`src/include/dw_consts.svh`:
```
`ifndef DW_CONSTS_SVH
`define DW_CONSTS_SVH

// Address width shared by both ports.
`define DW_ADDR_WIDTH 32

// Data width of the wide slave port and of the narrow master port.
`define DW_WIDE_DATA_WIDTH 64
`define DW_NARROW_DATA_WIDTH 32

// One strobe bit per data byte.
`define DW_WIDE_STRB_WIDTH (`DW_WIDE_DATA_WIDTH / 8)
`define DW_NARROW_STRB_WIDTH (`DW_NARROW_DATA_WIDTH / 8)

// Number of narrow beats per wide beat, and the address bits that pick a beat.
`define DW_FACTOR (`DW_WIDE_DATA_WIDTH / `DW_NARROW_DATA_WIDTH)
`define DW_SEL_WIDTH ($clog2(`DW_FACTOR))
`define DW_SEL_OFFSET ($clog2(`DW_NARROW_STRB_WIDTH))

`endif

```
`src/source/dw_pkg.sv`:
```
`include "dw_consts.svh"

// Types shared by the downsizer RTL and its testbench.
package dw_pkg;

  typedef logic [`DW_ADDR_WIDTH-1:0] addr_t;
  typedef logic [`DW_WIDE_DATA_WIDTH-1:0] wide_data_t;
  typedef logic [`DW_WIDE_STRB_WIDTH-1:0] wide_strb_t;
  typedef logic [`DW_NARROW_DATA_WIDTH-1:0] narrow_data_t;
  typedef logic [`DW_NARROW_STRB_WIDTH-1:0] narrow_strb_t;

  // Index of the narrow beat within one wide beat.
  typedef logic [`DW_SEL_WIDTH-1:0] sel_t;

  // AXI response codes. Merging is a bitwise OR, so an error on any beat wins.
  typedef logic [1:0] resp_t;
  localparam resp_t RESP_OKAY = 2'b00;
  localparam resp_t RESP_SLVERR = 2'b10;

  typedef logic [2:0] prot_t;

  // Payloads that are held in the input spill registers.
  typedef struct packed {addr_t addr; prot_t prot;} addr_chan_t;
  typedef struct packed {wide_data_t data; wide_strb_t strb;} wide_w_chan_t;

endpackage

```
`src/source/addr_beat_gen.sv`:
```
`timescale 1ns/1ps

`include "dw_consts.svh"

// Splits one spilled wide address into DW_FACTOR narrow address beats.
// Used for both AW and AR, since the two channels behave the same here.
module addr_beat_gen import dw_pkg::*; (
  input  logic       clk_i,
  input  logic       reset_i,
  input  addr_chan_t in_chan_i,
  input  logic       in_valid_i,
  output logic       in_ready_o,
  output addr_t      out_addr_o,
  output prot_t      out_prot_o,
  output logic       out_valid_o,
  input  logic       out_ready_i
);
  sel_t sel;
  logic last;
  logic beat_done;

  // One narrow beat completes per master-side handshake.
  assign beat_done = out_valid_o & out_ready_i;

  beat_counter u_beat_counter (
    .clk_i   (clk_i),
    .reset_i (reset_i),
    .step_i  (beat_done),
    .sel_o   (sel),
    .last_o  (last)
  );

  // Each narrow address is aligned to the narrow bus.
  // The lane-select bits carry the beat index, the byte offset below them is cleared.
  always_comb begin
    out_addr_o = in_chan_i.addr;
    out_addr_o[`DW_SEL_OFFSET +: `DW_SEL_WIDTH] = sel;
    out_addr_o[`DW_SEL_OFFSET-1:0] = '0;
  end

  // Protection bits are copied to every narrow beat unchanged.
  assign out_prot_o = in_chan_i.prot;

  // The spilled item stays put until its last narrow beat is accepted.
  assign out_valid_o = in_valid_i;
  assign in_ready_o  = out_ready_i & last;

endmodule

```
`src/source/axi_lite_downsizer.sv`:
```
`timescale 1ns/1ps

// AXI4-Lite data width downsizer.
// Every wide transfer on the slave port becomes DW_FACTOR narrow transfers on the master
// port. The AW, W and B paths run independently of each other, as do AR and R.
module axi_lite_downsizer import dw_pkg::*; (
  input  logic         clk_i,
  input  logic         reset_i,
  // Slave port, wide data.
  input  addr_t        slv_aw_addr_i,
  input  prot_t        slv_aw_prot_i,
  input  logic         slv_aw_valid_i,
  output logic         slv_aw_ready_o,
  input  wide_data_t   slv_w_data_i,
  input  wide_strb_t   slv_w_strb_i,
  input  logic         slv_w_valid_i,
  output logic         slv_w_ready_o,
  output resp_t        slv_b_resp_o,
  output logic         slv_b_valid_o,
  input  logic         slv_b_ready_i,
  input  addr_t        slv_ar_addr_i,
  input  prot_t        slv_ar_prot_i,
  input  logic         slv_ar_valid_i,
  output logic         slv_ar_ready_o,
  output wide_data_t   slv_r_data_o,
  output resp_t        slv_r_resp_o,
  output logic         slv_r_valid_o,
  input  logic         slv_r_ready_i,
  // Master port, narrow data.
  output addr_t        mst_aw_addr_o,
  output prot_t        mst_aw_prot_o,
  output logic         mst_aw_valid_o,
  input  logic         mst_aw_ready_i,
  output narrow_data_t mst_w_data_o,
  output narrow_strb_t mst_w_strb_o,
  output logic         mst_w_valid_o,
  input  logic         mst_w_ready_i,
  input  resp_t        mst_b_resp_i,
  input  logic         mst_b_valid_i,
  output logic         mst_b_ready_o,
  output addr_t        mst_ar_addr_o,
  output prot_t        mst_ar_prot_o,
  output logic         mst_ar_valid_o,
  input  logic         mst_ar_ready_i,
  input  narrow_data_t mst_r_data_i,
  input  resp_t        mst_r_resp_i,
  input  logic         mst_r_valid_i,
  output logic         mst_r_ready_o
);
  addr_chan_t   aw_in;
  addr_chan_t   aw_spill;
  logic         aw_spill_valid;
  logic         aw_spill_ready;
  wide_w_chan_t w_in;
  wide_w_chan_t w_spill;
  logic         w_spill_valid;
  logic         w_spill_ready;
  addr_chan_t   ar_in;
  addr_chan_t   ar_spill;
  logic         ar_spill_valid;
  logic         ar_spill_ready;

  // Slave-side request fields are bundled so that one spill register holds each channel.
  assign aw_in = '{addr: slv_aw_addr_i, prot: slv_aw_prot_i};
  assign w_in  = '{data: slv_w_data_i, strb: slv_w_strb_i};
  assign ar_in = '{addr: slv_ar_addr_i, prot: slv_ar_prot_i};

  // Write address path.
  lite_spill_reg #(.payload_t(addr_chan_t)) u_aw_spill (
    .clk_i   (clk_i),
    .reset_i (reset_i),
    .valid_i (slv_aw_valid_i),
    .ready_o (slv_aw_ready_o),
    .data_i  (aw_in),
    .valid_o (aw_spill_valid),
    .ready_i (aw_spill_ready),
    .data_o  (aw_spill)
  );

  addr_beat_gen u_aw_gen (
    .clk_i       (clk_i),
    .reset_i     (reset_i),
    .in_chan_i   (aw_spill),
    .in_valid_i  (aw_spill_valid),
    .in_ready_o  (aw_spill_ready),
    .out_addr_o  (mst_aw_addr_o),
    .out_prot_o  (mst_aw_prot_o),
    .out_valid_o (mst_aw_valid_o),
    .out_ready_i (mst_aw_ready_i)
  );

  // Write data path.
  lite_spill_reg #(.payload_t(wide_w_chan_t)) u_w_spill (
    .clk_i   (clk_i),
    .reset_i (reset_i),
    .valid_i (slv_w_valid_i),
    .ready_o (slv_w_ready_o),
    .data_i  (w_in),
    .valid_o (w_spill_valid),
    .ready_i (w_spill_ready),
    .data_o  (w_spill)
  );

  w_lane_mux u_w_mux (
    .clk_i       (clk_i),
    .reset_i     (reset_i),
    .in_chan_i   (w_spill),
    .in_valid_i  (w_spill_valid),
    .in_ready_o  (w_spill_ready),
    .out_data_o  (mst_w_data_o),
    .out_strb_o  (mst_w_strb_o),
    .out_valid_o (mst_w_valid_o),
    .out_ready_i (mst_w_ready_i)
  );

  // Write response path.
  b_resp_merge u_b_merge (
    .clk_i       (clk_i),
    .reset_i     (reset_i),
    .mst_resp_i  (mst_b_resp_i),
    .mst_valid_i (mst_b_valid_i),
    .mst_ready_o (mst_b_ready_o),
    .slv_resp_o  (slv_b_resp_o),
    .slv_valid_o (slv_b_valid_o),
    .slv_ready_i (slv_b_ready_i)
  );

  // Read address path.
  lite_spill_reg #(.payload_t(addr_chan_t)) u_ar_spill (
    .clk_i   (clk_i),
    .reset_i (reset_i),
    .valid_i (slv_ar_valid_i),
    .ready_o (slv_ar_ready_o),
    .data_i  (ar_in),
    .valid_o (ar_spill_valid),
    .ready_i (ar_spill_ready),
    .data_o  (ar_spill)
  );

  addr_beat_gen u_ar_gen (
    .clk_i       (clk_i),
    .reset_i     (reset_i),
    .in_chan_i   (ar_spill),
    .in_valid_i  (ar_spill_valid),
    .in_ready_o  (ar_spill_ready),
    .out_addr_o  (mst_ar_addr_o),
    .out_prot_o  (mst_ar_prot_o),
    .out_valid_o (mst_ar_valid_o),
    .out_ready_i (mst_ar_ready_i)
  );

  // Read data path.
  r_beat_collect u_r_collect (
    .clk_i       (clk_i),
    .reset_i     (reset_i),
    .mst_data_i  (mst_r_data_i),
    .mst_resp_i  (mst_r_resp_i),
    .mst_valid_i (mst_r_valid_i),
    .mst_ready_o (mst_r_ready_o),
    .slv_data_o  (slv_r_data_o),
    .slv_resp_o  (slv_r_resp_o),
    .slv_valid_o (slv_r_valid_o),
    .slv_ready_i (slv_r_ready_i)
  );

endmodule

```
`src/source/b_resp_merge.sv`:
```
`timescale 1ns/1ps

// Collects the narrow B responses of one wide write into one wide B.
// Only the last narrow B is shown to the slave port, the ones before it are absorbed.
module b_resp_merge import dw_pkg::*; (
  input  logic  clk_i,
  input  logic  reset_i,
  input  resp_t mst_resp_i,
  input  logic  mst_valid_i,
  output logic  mst_ready_o,
  output resp_t slv_resp_o,
  output logic  slv_valid_o,
  input  logic  slv_ready_i
);
  logic  last;
  logic  resp_take;
  resp_t resp_q;

  // Earlier beats are always taken. The last one waits for the slave port.
  assign mst_ready_o = last ? slv_ready_i : 1'b1;
  assign resp_take   = mst_valid_i & mst_ready_o;

  // Only the last-beat flag matters here, the beat index itself is not needed.
  beat_counter u_beat_counter (
    .clk_i   (clk_i),
    .reset_i (reset_i),
    .step_i  (resp_take),
    .sel_o   (),
    .last_o  (last)
  );

  // The wide B goes out on the same cycle as the last narrow B.
  assign slv_valid_o = mst_valid_i & last;
  assign slv_resp_o  = resp_q | mst_resp_i;

  // Accumulated response of the beats seen so far.
  // Clears to OKAY once the merged response has been handed on.
  always_ff @(posedge clk_i) begin
    if (reset_i) begin
      resp_q <= RESP_OKAY;
    end else if (resp_take) begin
      if (last) begin
        resp_q <= RESP_OKAY;
      end else begin
        resp_q <= resp_q | mst_resp_i;
      end
    end
  end

endmodule

```
`src/source/beat_counter.sv`:
```
`timescale 1ns/1ps

`include "dw_consts.svh"

// Narrow beat index within one wide beat.
// Every channel path uses one of these to walk through the lanes.
module beat_counter import dw_pkg::*; (
  input  logic clk_i,
  input  logic reset_i,
  input  logic step_i,
  output sel_t sel_o,
  output logic last_o
);
  sel_t sel_q;

  // The index sits on the last lane while the final narrow beat is pending.
  assign last_o = (sel_q == sel_t'(`DW_FACTOR - 1));
  assign sel_o  = sel_q;

  // Advance once per handshake and wrap back to lane zero after the last one.
  always_ff @(posedge clk_i) begin
    if (reset_i) begin
      sel_q <= '0;
    end else if (step_i) begin
      if (last_o) begin
        sel_q <= '0;
      end else begin
        sel_q <= sel_q + sel_t'(1);
      end
    end
  end

endmodule

```
`src/source/lite_spill_reg.sv`:
```
`timescale 1ns/1ps

// Two-entry spill register for a valid/ready channel.
// Slot A takes every new item. When the consumer stalls, the item in A moves on to
// slot B, so A can accept one more beat. The upstream ready therefore depends only on
// local state and never on the downstream ready.
module lite_spill_reg #(
  parameter type payload_t = logic
) (
  input  logic     clk_i,
  input  logic     reset_i,
  input  logic     valid_i,
  output logic     ready_o,
  input  payload_t data_i,
  output logic     valid_o,
  input  logic     ready_i,
  output payload_t data_o
);
  payload_t a_data_q;
  logic     a_full_q;
  logic     a_fill;
  logic     a_drain;
  payload_t b_data_q;
  logic     b_full_q;
  logic     b_fill;
  logic     b_drain;

  // Slot A loads on every upstream handshake.
  // It is emptied whenever slot B is free, either to the consumer or into B.
  assign a_fill  = valid_i & ready_o;
  assign a_drain = a_full_q & ~b_full_q;

  always_ff @(posedge clk_i) begin
    if (a_fill) begin
      a_data_q <= data_i;
    end
  end

  always_ff @(posedge clk_i) begin
    if (reset_i) begin
      a_full_q <= 1'b0;
    end else begin
      a_full_q <= a_fill | (a_full_q & ~a_drain);
    end
  end

  // Slot B catches the item from A when the consumer is not ready.
  // It always holds the older item, so it is presented first.
  assign b_fill  = a_drain & ~ready_i;
  assign b_drain = b_full_q & ready_i;

  always_ff @(posedge clk_i) begin
    if (b_fill) begin
      b_data_q <= a_data_q;
    end
  end

  always_ff @(posedge clk_i) begin
    if (reset_i) begin
      b_full_q <= 1'b0;
    end else begin
      b_full_q <= b_fill | (b_full_q & ~b_drain);
    end
  end

  // Ready drops only when both slots are occupied.
  assign ready_o = ~a_full_q | ~b_full_q;
  assign valid_o = a_full_q | b_full_q;
  assign data_o  = b_full_q ? b_data_q : a_data_q;

endmodule

```
`src/source/r_beat_collect.sv`:
```
`timescale 1ns/1ps

`include "dw_consts.svh"

// Gathers DW_FACTOR narrow R beats into one wide R beat.
// The first DW_FACTOR-1 beats are stored; the last one is passed straight through,
// so it needs no register of its own.
module r_beat_collect import dw_pkg::*; (
  input  logic         clk_i,
  input  logic         reset_i,
  input  narrow_data_t mst_data_i,
  input  resp_t        mst_resp_i,
  input  logic         mst_valid_i,
  output logic         mst_ready_o,
  output wide_data_t   slv_data_o,
  output resp_t        slv_resp_o,
  output logic         slv_valid_o,
  input  logic         slv_ready_i
);
  sel_t         sel;
  logic         last;
  logic         beat_take;
  narrow_data_t data_q [`DW_FACTOR-1];
  resp_t        resp_q;

  // Stored beats are always accepted. The last beat waits for the slave port.
  assign mst_ready_o = last ? slv_ready_i : 1'b1;
  assign beat_take   = mst_valid_i & mst_ready_o;

  beat_counter u_beat_counter (
    .clk_i   (clk_i),
    .reset_i (reset_i),
    .step_i  (beat_take),
    .sel_o   (sel),
    .last_o  (last)
  );

  // Each stored beat lands in the register of its lane.
  always_ff @(posedge clk_i) begin
    for (int i = 0; i < `DW_FACTOR - 1; i++) begin
      if (beat_take && (sel == sel_t'(i))) begin
        data_q[i] <= mst_data_i;
      end
    end
  end

  // Response OR of the stored beats.
  // Back to OKAY after the wide beat has been delivered.
  always_ff @(posedge clk_i) begin
    if (reset_i) begin
      resp_q <= RESP_OKAY;
    end else if (beat_take) begin
      if (last) begin
        resp_q <= RESP_OKAY;
      end else begin
        resp_q <= resp_q | mst_resp_i;
      end
    end
  end

  // Stored lanes fill the wide word from the bottom up.
  // The live beat forms the top lane.
  always_comb begin
    for (int i = 0; i < `DW_FACTOR - 1; i++) begin
      slv_data_o[i*`DW_NARROW_DATA_WIDTH +: `DW_NARROW_DATA_WIDTH] = data_q[i];
    end
    slv_data_o[(`DW_FACTOR-1)*`DW_NARROW_DATA_WIDTH +: `DW_NARROW_DATA_WIDTH] = mst_data_i;
  end

  assign slv_resp_o  = resp_q | mst_resp_i;
  assign slv_valid_o = mst_valid_i & last;

endmodule

```
`src/source/w_lane_mux.sv`:
```
`timescale 1ns/1ps

`include "dw_consts.svh"

// Issues one spilled wide W beat as DW_FACTOR narrow data and strobe slices.
// The lowest slice goes out first, matching the lane order of the addresses.
module w_lane_mux import dw_pkg::*; (
  input  logic         clk_i,
  input  logic         reset_i,
  input  wide_w_chan_t in_chan_i,
  input  logic         in_valid_i,
  output logic         in_ready_o,
  output narrow_data_t out_data_o,
  output narrow_strb_t out_strb_o,
  output logic         out_valid_o,
  input  logic         out_ready_i
);
  sel_t sel;
  logic last;
  logic slice_done;

  // The W path counts on its own, it does not look at the AW path.
  assign slice_done = out_valid_o & out_ready_i;

  beat_counter u_beat_counter (
    .clk_i   (clk_i),
    .reset_i (reset_i),
    .step_i  (slice_done),
    .sel_o   (sel),
    .last_o  (last)
  );

  // Pick the lane that the beat index points to.
  // Strobes are sliced the same way, so unwritten lanes keep a zero strobe.
  assign out_data_o = in_chan_i.data[sel*`DW_NARROW_DATA_WIDTH +: `DW_NARROW_DATA_WIDTH];
  assign out_strb_o = in_chan_i.strb[sel*`DW_NARROW_STRB_WIDTH +: `DW_NARROW_STRB_WIDTH];

  // A wide beat with no strobes set still produces all of its narrow beats.
  assign out_valid_o = in_valid_i;

  // Release the spill entry only with the handshake of the final slice.
  assign in_ready_o = out_ready_i & last;

endmodule

```
`config.mk`:
```
export PLATFORM = sky130hd
export DESIGN_NAME = axi_lite_downsizer
export DESIGN_NICKNAME = d
export VERILOG_FILES = /design/src/source/dw_pkg.sv /design/src/source/addr_beat_gen.sv /design/src/source/axi_lite_downsizer.sv /design/src/source/b_resp_merge.sv /design/src/source/beat_counter.sv /design/src/source/lite_spill_reg.sv /design/src/source/r_beat_collect.sv /design/src/source/w_lane_mux.sv
export VERILOG_INCLUDE_DIRS = /design/src /design/src/include
export SDC_FILE = /design/constraint.sdc
export NUM_CORES = 1
export LEC_CHECK = 0
export ABC_AREA = 1
export BUFFER_PORTS_ARGS = -buffer_cell sky130_fd_sc_hd__buf_2
export CORE_MARGIN = 2
export CORE_UTILIZATION = 46
export DETAILED_ROUTE_END_ITERATION = 16
export PLACE_DENSITY = 0.76
export SYNTH_ARGS = -nofsm -noshare
export SYNTH_HDL_FRONTEND = slang
export SYNTH_SLANG_ARGS = --single-unit
```
`constraint.sdc`:
```
create_clock -name clk_i -period 5.16 [get_ports clk_i]
set_input_delay 1.032 -clock clk_i [delete_from_list [all_inputs] [get_ports clk_i]]
set_output_delay 1.032 -clock clk_i [all_outputs]
set_load 0.01 [all_outputs]
```
After elaboration in Yosys (flattened, before gate mapping)
Memories as Yosys holds them, arrays and structs flattened.
Index checks and enable logic that the tools add are counted.
{"block": "word_totals", "ff_bits": 299, "ram_bits": 32, "inputBits": 190, "out_inout_bits": 184, "mem_count": 1}
{"block": "op_classes", "add_sub_neg": 5, "shift": 2, "n_mux": 14, "bitwise_logic": 58, "reduce_logical": 1}
{"name": "u_r_collect.data_q", "depth": 1, "width": 32, "read_ports": 1, "rd_clocked_by_memory_dff": 0, "wr": 1, "line_no": "r_beat_collect.sv:23", "rtl": "narrow_data_t data_q [`DW_FACTOR-1];"}
{"cell": "72-bit two-way mux", "count": 1}
{"cell": "35-bit two-way mux", "count": 2}
{"cell": "64-bit by 7-bit variable part select with 32-bit output", "count": 1}
{"cell": "1-bit bitwise AND", "count": 28}
{"cell": "1-bit NOT", "count": 16}
{"cell": "1-bit OR", "count": 12}
{"cell": "1-bit two-way mux", "count": 9}
{"cell": "8-bit by 4-bit variable part select with 4-bit output", "count": 1}
{"cell": "1-bit adder, second input constant", "count": 5}
{"cell": "2-bit two-way mux", "count": 2}
{"cell": "2-bit OR", "count": 2}
{"cell": "1-bit logical AND", "count": 1}

Logic depth before layout (Yosys ltp)
{"block": "depth", "word_depth": 5, "ltp_mapped": 6, "depth_no_buf": 5}

Cells and area by module
From an unflattened synthesis, not the netlist that was laid out.
{"block": "unflattened", "cells_unflattened": 1122, "area_unflattened_um2": 13387.8}
{"mod": "lite_spill_reg (u_w_spill)", "instances": 1, "cells_each": 387, "area_each_um2": 5327.6, "seq_area_each_um2": 4364.2}
{"mod": "lite_spill_reg (u_ar_spill ...)", "instances": 2, "cells_each": 194, "area_each_um2": 2630.0, "seq_area_each_um2": 2142.1}
{"mod": "r_beat_collect", "instances": 1, "cells_each": 87, "area_each_um2": 1330.0, "seq_area_each_um2": 1001.0}
{"mod": "addr_beat_gen", "instances": 2, "cells_each": 41, "area_each_um2": 289.0, "seq_area_each_um2": 0.0}
{"mod": "w_lane_mux", "instances": 1, "cells_each": 121, "area_each_um2": 540.5, "seq_area_each_um2": 0.0}
{"mod": "beat_counter", "instances": 5, "cells_each": 7, "area_each_um2": 46.3, "seq_area_each_um2": 20.0}
{"mod": "b_resp_merge", "instances": 1, "cells_each": 22, "area_each_um2": 120.1, "seq_area_each_um2": 40.0}

Least setup slack after synthesis
OpenSTA, ideal clock, no wires.
{"block": "synth_path", "path_kind": "input port to flip-flop", "start": "input slv_w_valid_i", "end": "register u_w_spill.a_data_q[0] (netlist name) (enable)", "setup_time_ns": 0.526, "arrival_ns": 4.563, "slack_ns": 0.072, "cell_stages": 2, "path_buffers": 0, "path_cell_list": "inv_1 > a21oi_1"}
{"block": "synth_via", "elab_chain_cells": 1}
{"item": "start: declaration", "line_no": "axi_lite_downsizer.sv:16", "rtl": "input logic slv_w_valid_i,"}
{"item": "1-bit bitwise AND", "line_no": "lite_spill_reg.sv:30", "rtl": "assign a_fill = valid_i & ready_o;"}
{"item": "net u_w_spill.a_fill", "line_no": "lite_spill_reg.sv:21", "rtl": "logic a_fill;"}
{"item": "end signal: assignment", "line_no": "lite_spill_reg.sv:35", "rtl": "a_data_q <= data_i;"}
{"item": "end: declaration", "line_no": "lite_spill_reg.sv:19", "rtl": "payload_t a_data_q;"}
The timed path passes the listed nets, and every way through them passes these cells.
A chain may end at the register's enable or synchronous reset.

Final worst setup path
{"block": "layout_path", "start": "register u_w_mux.u_beat_counter.sel_q, in the netlist u_w_mux.u_beat_counter.last_o", "end": "output mst_w_data_o[8]"}
{"block": "layout_via", "elab_chain_cells": 1}
{"item": "start: declaration", "line_no": "beat_counter.sv:14", "rtl": "sel_t sel_q;"}
{"item": "start signal: assignment", "line_no": "beat_counter.sv:28", "rtl": "sel_q <= sel_q + sel_t'(1);"}
{"item": "64-bit by 7-bit variable part select with 32-bit output", "line_no": "w_lane_mux.sv:35", "rtl": "assign out_data_o = in_chan_i.data[sel*`DW_NARROW_DATA_WIDTH +: `DW_NARROW_DATA_WIDTH];"}
{"item": "end: declaration", "line_no": "axi_lite_downsizer.sv:34", "rtl": "output narrow_data_t mst_w_data_o,"}
No other way between the ends.

==> metrics.cfg <==
[run_status]
outcome=finished, final reports clean

[global_routing]
antenna_found_initial=10
met1_usage_pct=23.9
track_usage_pct=19.3
grt_start_max_net_pins=74
grt_pass1_vias=7749
met3_usage_pct=6.37
overflow=0
grt_busiest_layer=met2
use_met2_pct=31.7
grt_first_pass_wirelength_um=40400

[timing]
period_minus_slack_ns=3.30
fin_worst_skew_ns=0.0129
rsz0062_at_grt=no
layout_setup_ws_ns=1.86
setup_tns_ns=0
setup_viol=0
min_period_over_period_pct=64.0
hold_slack_ns=0.444
finalHoldViolations=0
max_slew.worst_pin.slew_ns=1.18
max_slew_margin_pct=21.1
slew_viol_final=0
fmax_ghz=0.303

[final_layout]
nNetsFinal=1422
regArea_um2=9430
area_growth_pct=25.3
multiInputGateArea_um2=1990
fin_util_pct=59.0
drive_gt1_share_pct=34.3
fill_cells=2019

[logic_synthesis]
synth_area_per_cell_um2=13.4
yosysTopAreaCell=edfxtp_1
synth_area_leaders=edfxtp_1 (77%), nand2_1 (6.9%), nor2_1 (3.7%), o21ai_0 (2.8%), buf_4 (2.5%)
synth_area_um2=11900
synthCells=893
ys.warnings.count=0
synth_cell_types=15
synth_top_area_share_pct=76.5
yosysSeqAreaShare_pct=79.0
ys_ff_latch=319

[setup_path]
max_stage_delay_ns=0.46
crit_buf_inv=3
cpMaxStageDelayCell=buf_4
end_kind=output pin
crit_path_cell_trace=inv_2, buf_4, o21ai_0, o21ai_1, buf_2
critPathRequiredTime_ns=4.13
cp.arrival_ns=2.27
crit_type=flip-flop to output pin
r2r-start=u_w_spill.b_full_q
cp-startpoint=u_w_mux.u_beat_counter.last_o
crit_family=buffers and inverters
crit_path_max_fanout=39
crit_path_start_kind=flip-flop

[placed_design]
portBuffers=363
hpwlAfterDp_um=18600
routabilityCongestion=0.801
post-place-ws_ns=2.20

[clocking]
cts_resized=0
tritoncts=yes
path_clk_slew_ns=0.05
clock_sinks=319
hold_buffers=0
clock_latency_ns=0.50
clockBufferDepth=3
cts_max_level=2
cts-root-buf=clkbuf_16
postCtsSetupRepairBufs=0
cts_buffers=35

[route]
drt_iter0_drc=526
wirelength_um=27500
wl_per_cell_um=17.3
drc_errors=0
drtAntennaViolNets=0
viasPerCell=4.89
vias=7800
drt_pass1_iterations=5

[hold_path]
worstHoldPathType=flip-flop to flip-flop
min-delay-start=u_aw_spill.a_data_q[6]

[floorplan]
dieWidth_um=165
core_um2=25300
start_util_pct=47.1
num_rows=58
die-area_um2=27200
die_height_um=165
io_pins=374

[power_and_ir_drop]
powerDensity_nw_per_um2=402
p_leak_nw=6.22
max-vdd-ir-drop_mv=0.291
finalPower_w=0.00601

[run]
cap_viol_max_count=0

## state kept, by name, summed over array words and instances, names as in the netlist, 2 cells and up
name and flops:
u_aw_spill.a_data_q 32, u_aw_spill.b_data_q 32, u_w_spill.a_data_q 72, u_ar_spill.b_data_q 32
u_r_collect.resp_q 2, u_w_spill.b_data_q 72, u_ar_spill.a_data_q 32, u_r_collect.data_q 32
u_b_merge.resp_q 2
## layout make-up
cell class,count,share of cell area [%]
multi-input cells,473,13.3
clock buffers,45,6.25
inverters,29,0.728
well taps,330,2.76
flip-flops and latches,319,63.1
diodes,8,0.134
repair buffers,374,12.7
clock inverters,18,1.05
## path summary, 6_finish.rpt
check | endpoint | slack (ns) | cells past startpoint
min | u_aw_spill.b_data_q[6] | 0.44 | 0
min reg2reg | u_aw_spill.b_data_q[6] | 0.44 | 0
max reg2reg | u_w_spill.b_data_q[3] | 2.50 | 4
max | mst_w_data_o[8] | 1.86 | 5
## Yosys cell counts
cell and n:
o21ai_0 66, conb_1 1, buf_2 17, nor2_1 119, inv_2 2, o21ai_1 46
dfxtp_1 15, edfxtp_1 304, buf_6 2, inv_1 27, nand2_1 220, a21oi_1 15
clkbuf_1 16, nor3_1 3, buf_4 40
## routing by layer
metal / wire (µm) / up-vias
met1: 10800 / 3670
met3: 2490 / 67
li1: - / 3742
met5: 56 / -
met4: 773 / 8
met2: 13400 / 313
## power by group
part	switching [W]	total, W	internal [W]
clock network	0.000953	0.00234	0.00139
logic	0.000378	0.000591	0.000213
registers	0.0000572	0.00308	0.00302
## stage by stage
stage	area [µm²]	instances
after floorplan	11900	896
after global placement	13800	1525
after detailed placement	13800	1525
after CTS	14900	1588
after global routing	14900	1591
final	15000	1596
## kinds of logic after synthesis
kind of cell           after synthesis  share of synthesized area [%]
buffers and inverters              104                           4.83
AND/OR/NAND/NOR                    342                           10.8
flip-flops                         319                           79.0
other                                1                         0.0314
AO/OA/AOI/OAI                      127                           5.33
## placed cells by master, fill, tap and decap left out
| cell | count |
|---|---|
| clkbuf_16 | 36 |
| clkinv_1 | 7 |
| inv_6 | 1 |
| nor2_1 | 115 |
| bufinv_16 | 2 |
| clkinv_4 | 3 |
| o21ai_1 | 46 |
| clkbuf_1 | 9 |
| diode_2 | 8 |
| conb_1 | 4 |
| buf_4 | 11 |
| dfxtp_1 | 14 |
| nor2_2 | 3 |
| inv_1 | 27 |
| a21oi_4 | 3 |
| inv_2 | 2 |
| nor3_1 | 3 |
| nand2_1 | 220 |
| dfxtp_2 | 1 |
| edfxtp_1 | 304 |
| buf_2 | 363 |
| nor2_4 | 1 |
| a21oi_1 | 12 |
| o21ai_0 | 66 |
| clkinv_2 | 4 |
| clkinv_8 | 1 |
No activity file was read; power rests on OpenSTA's default activity.
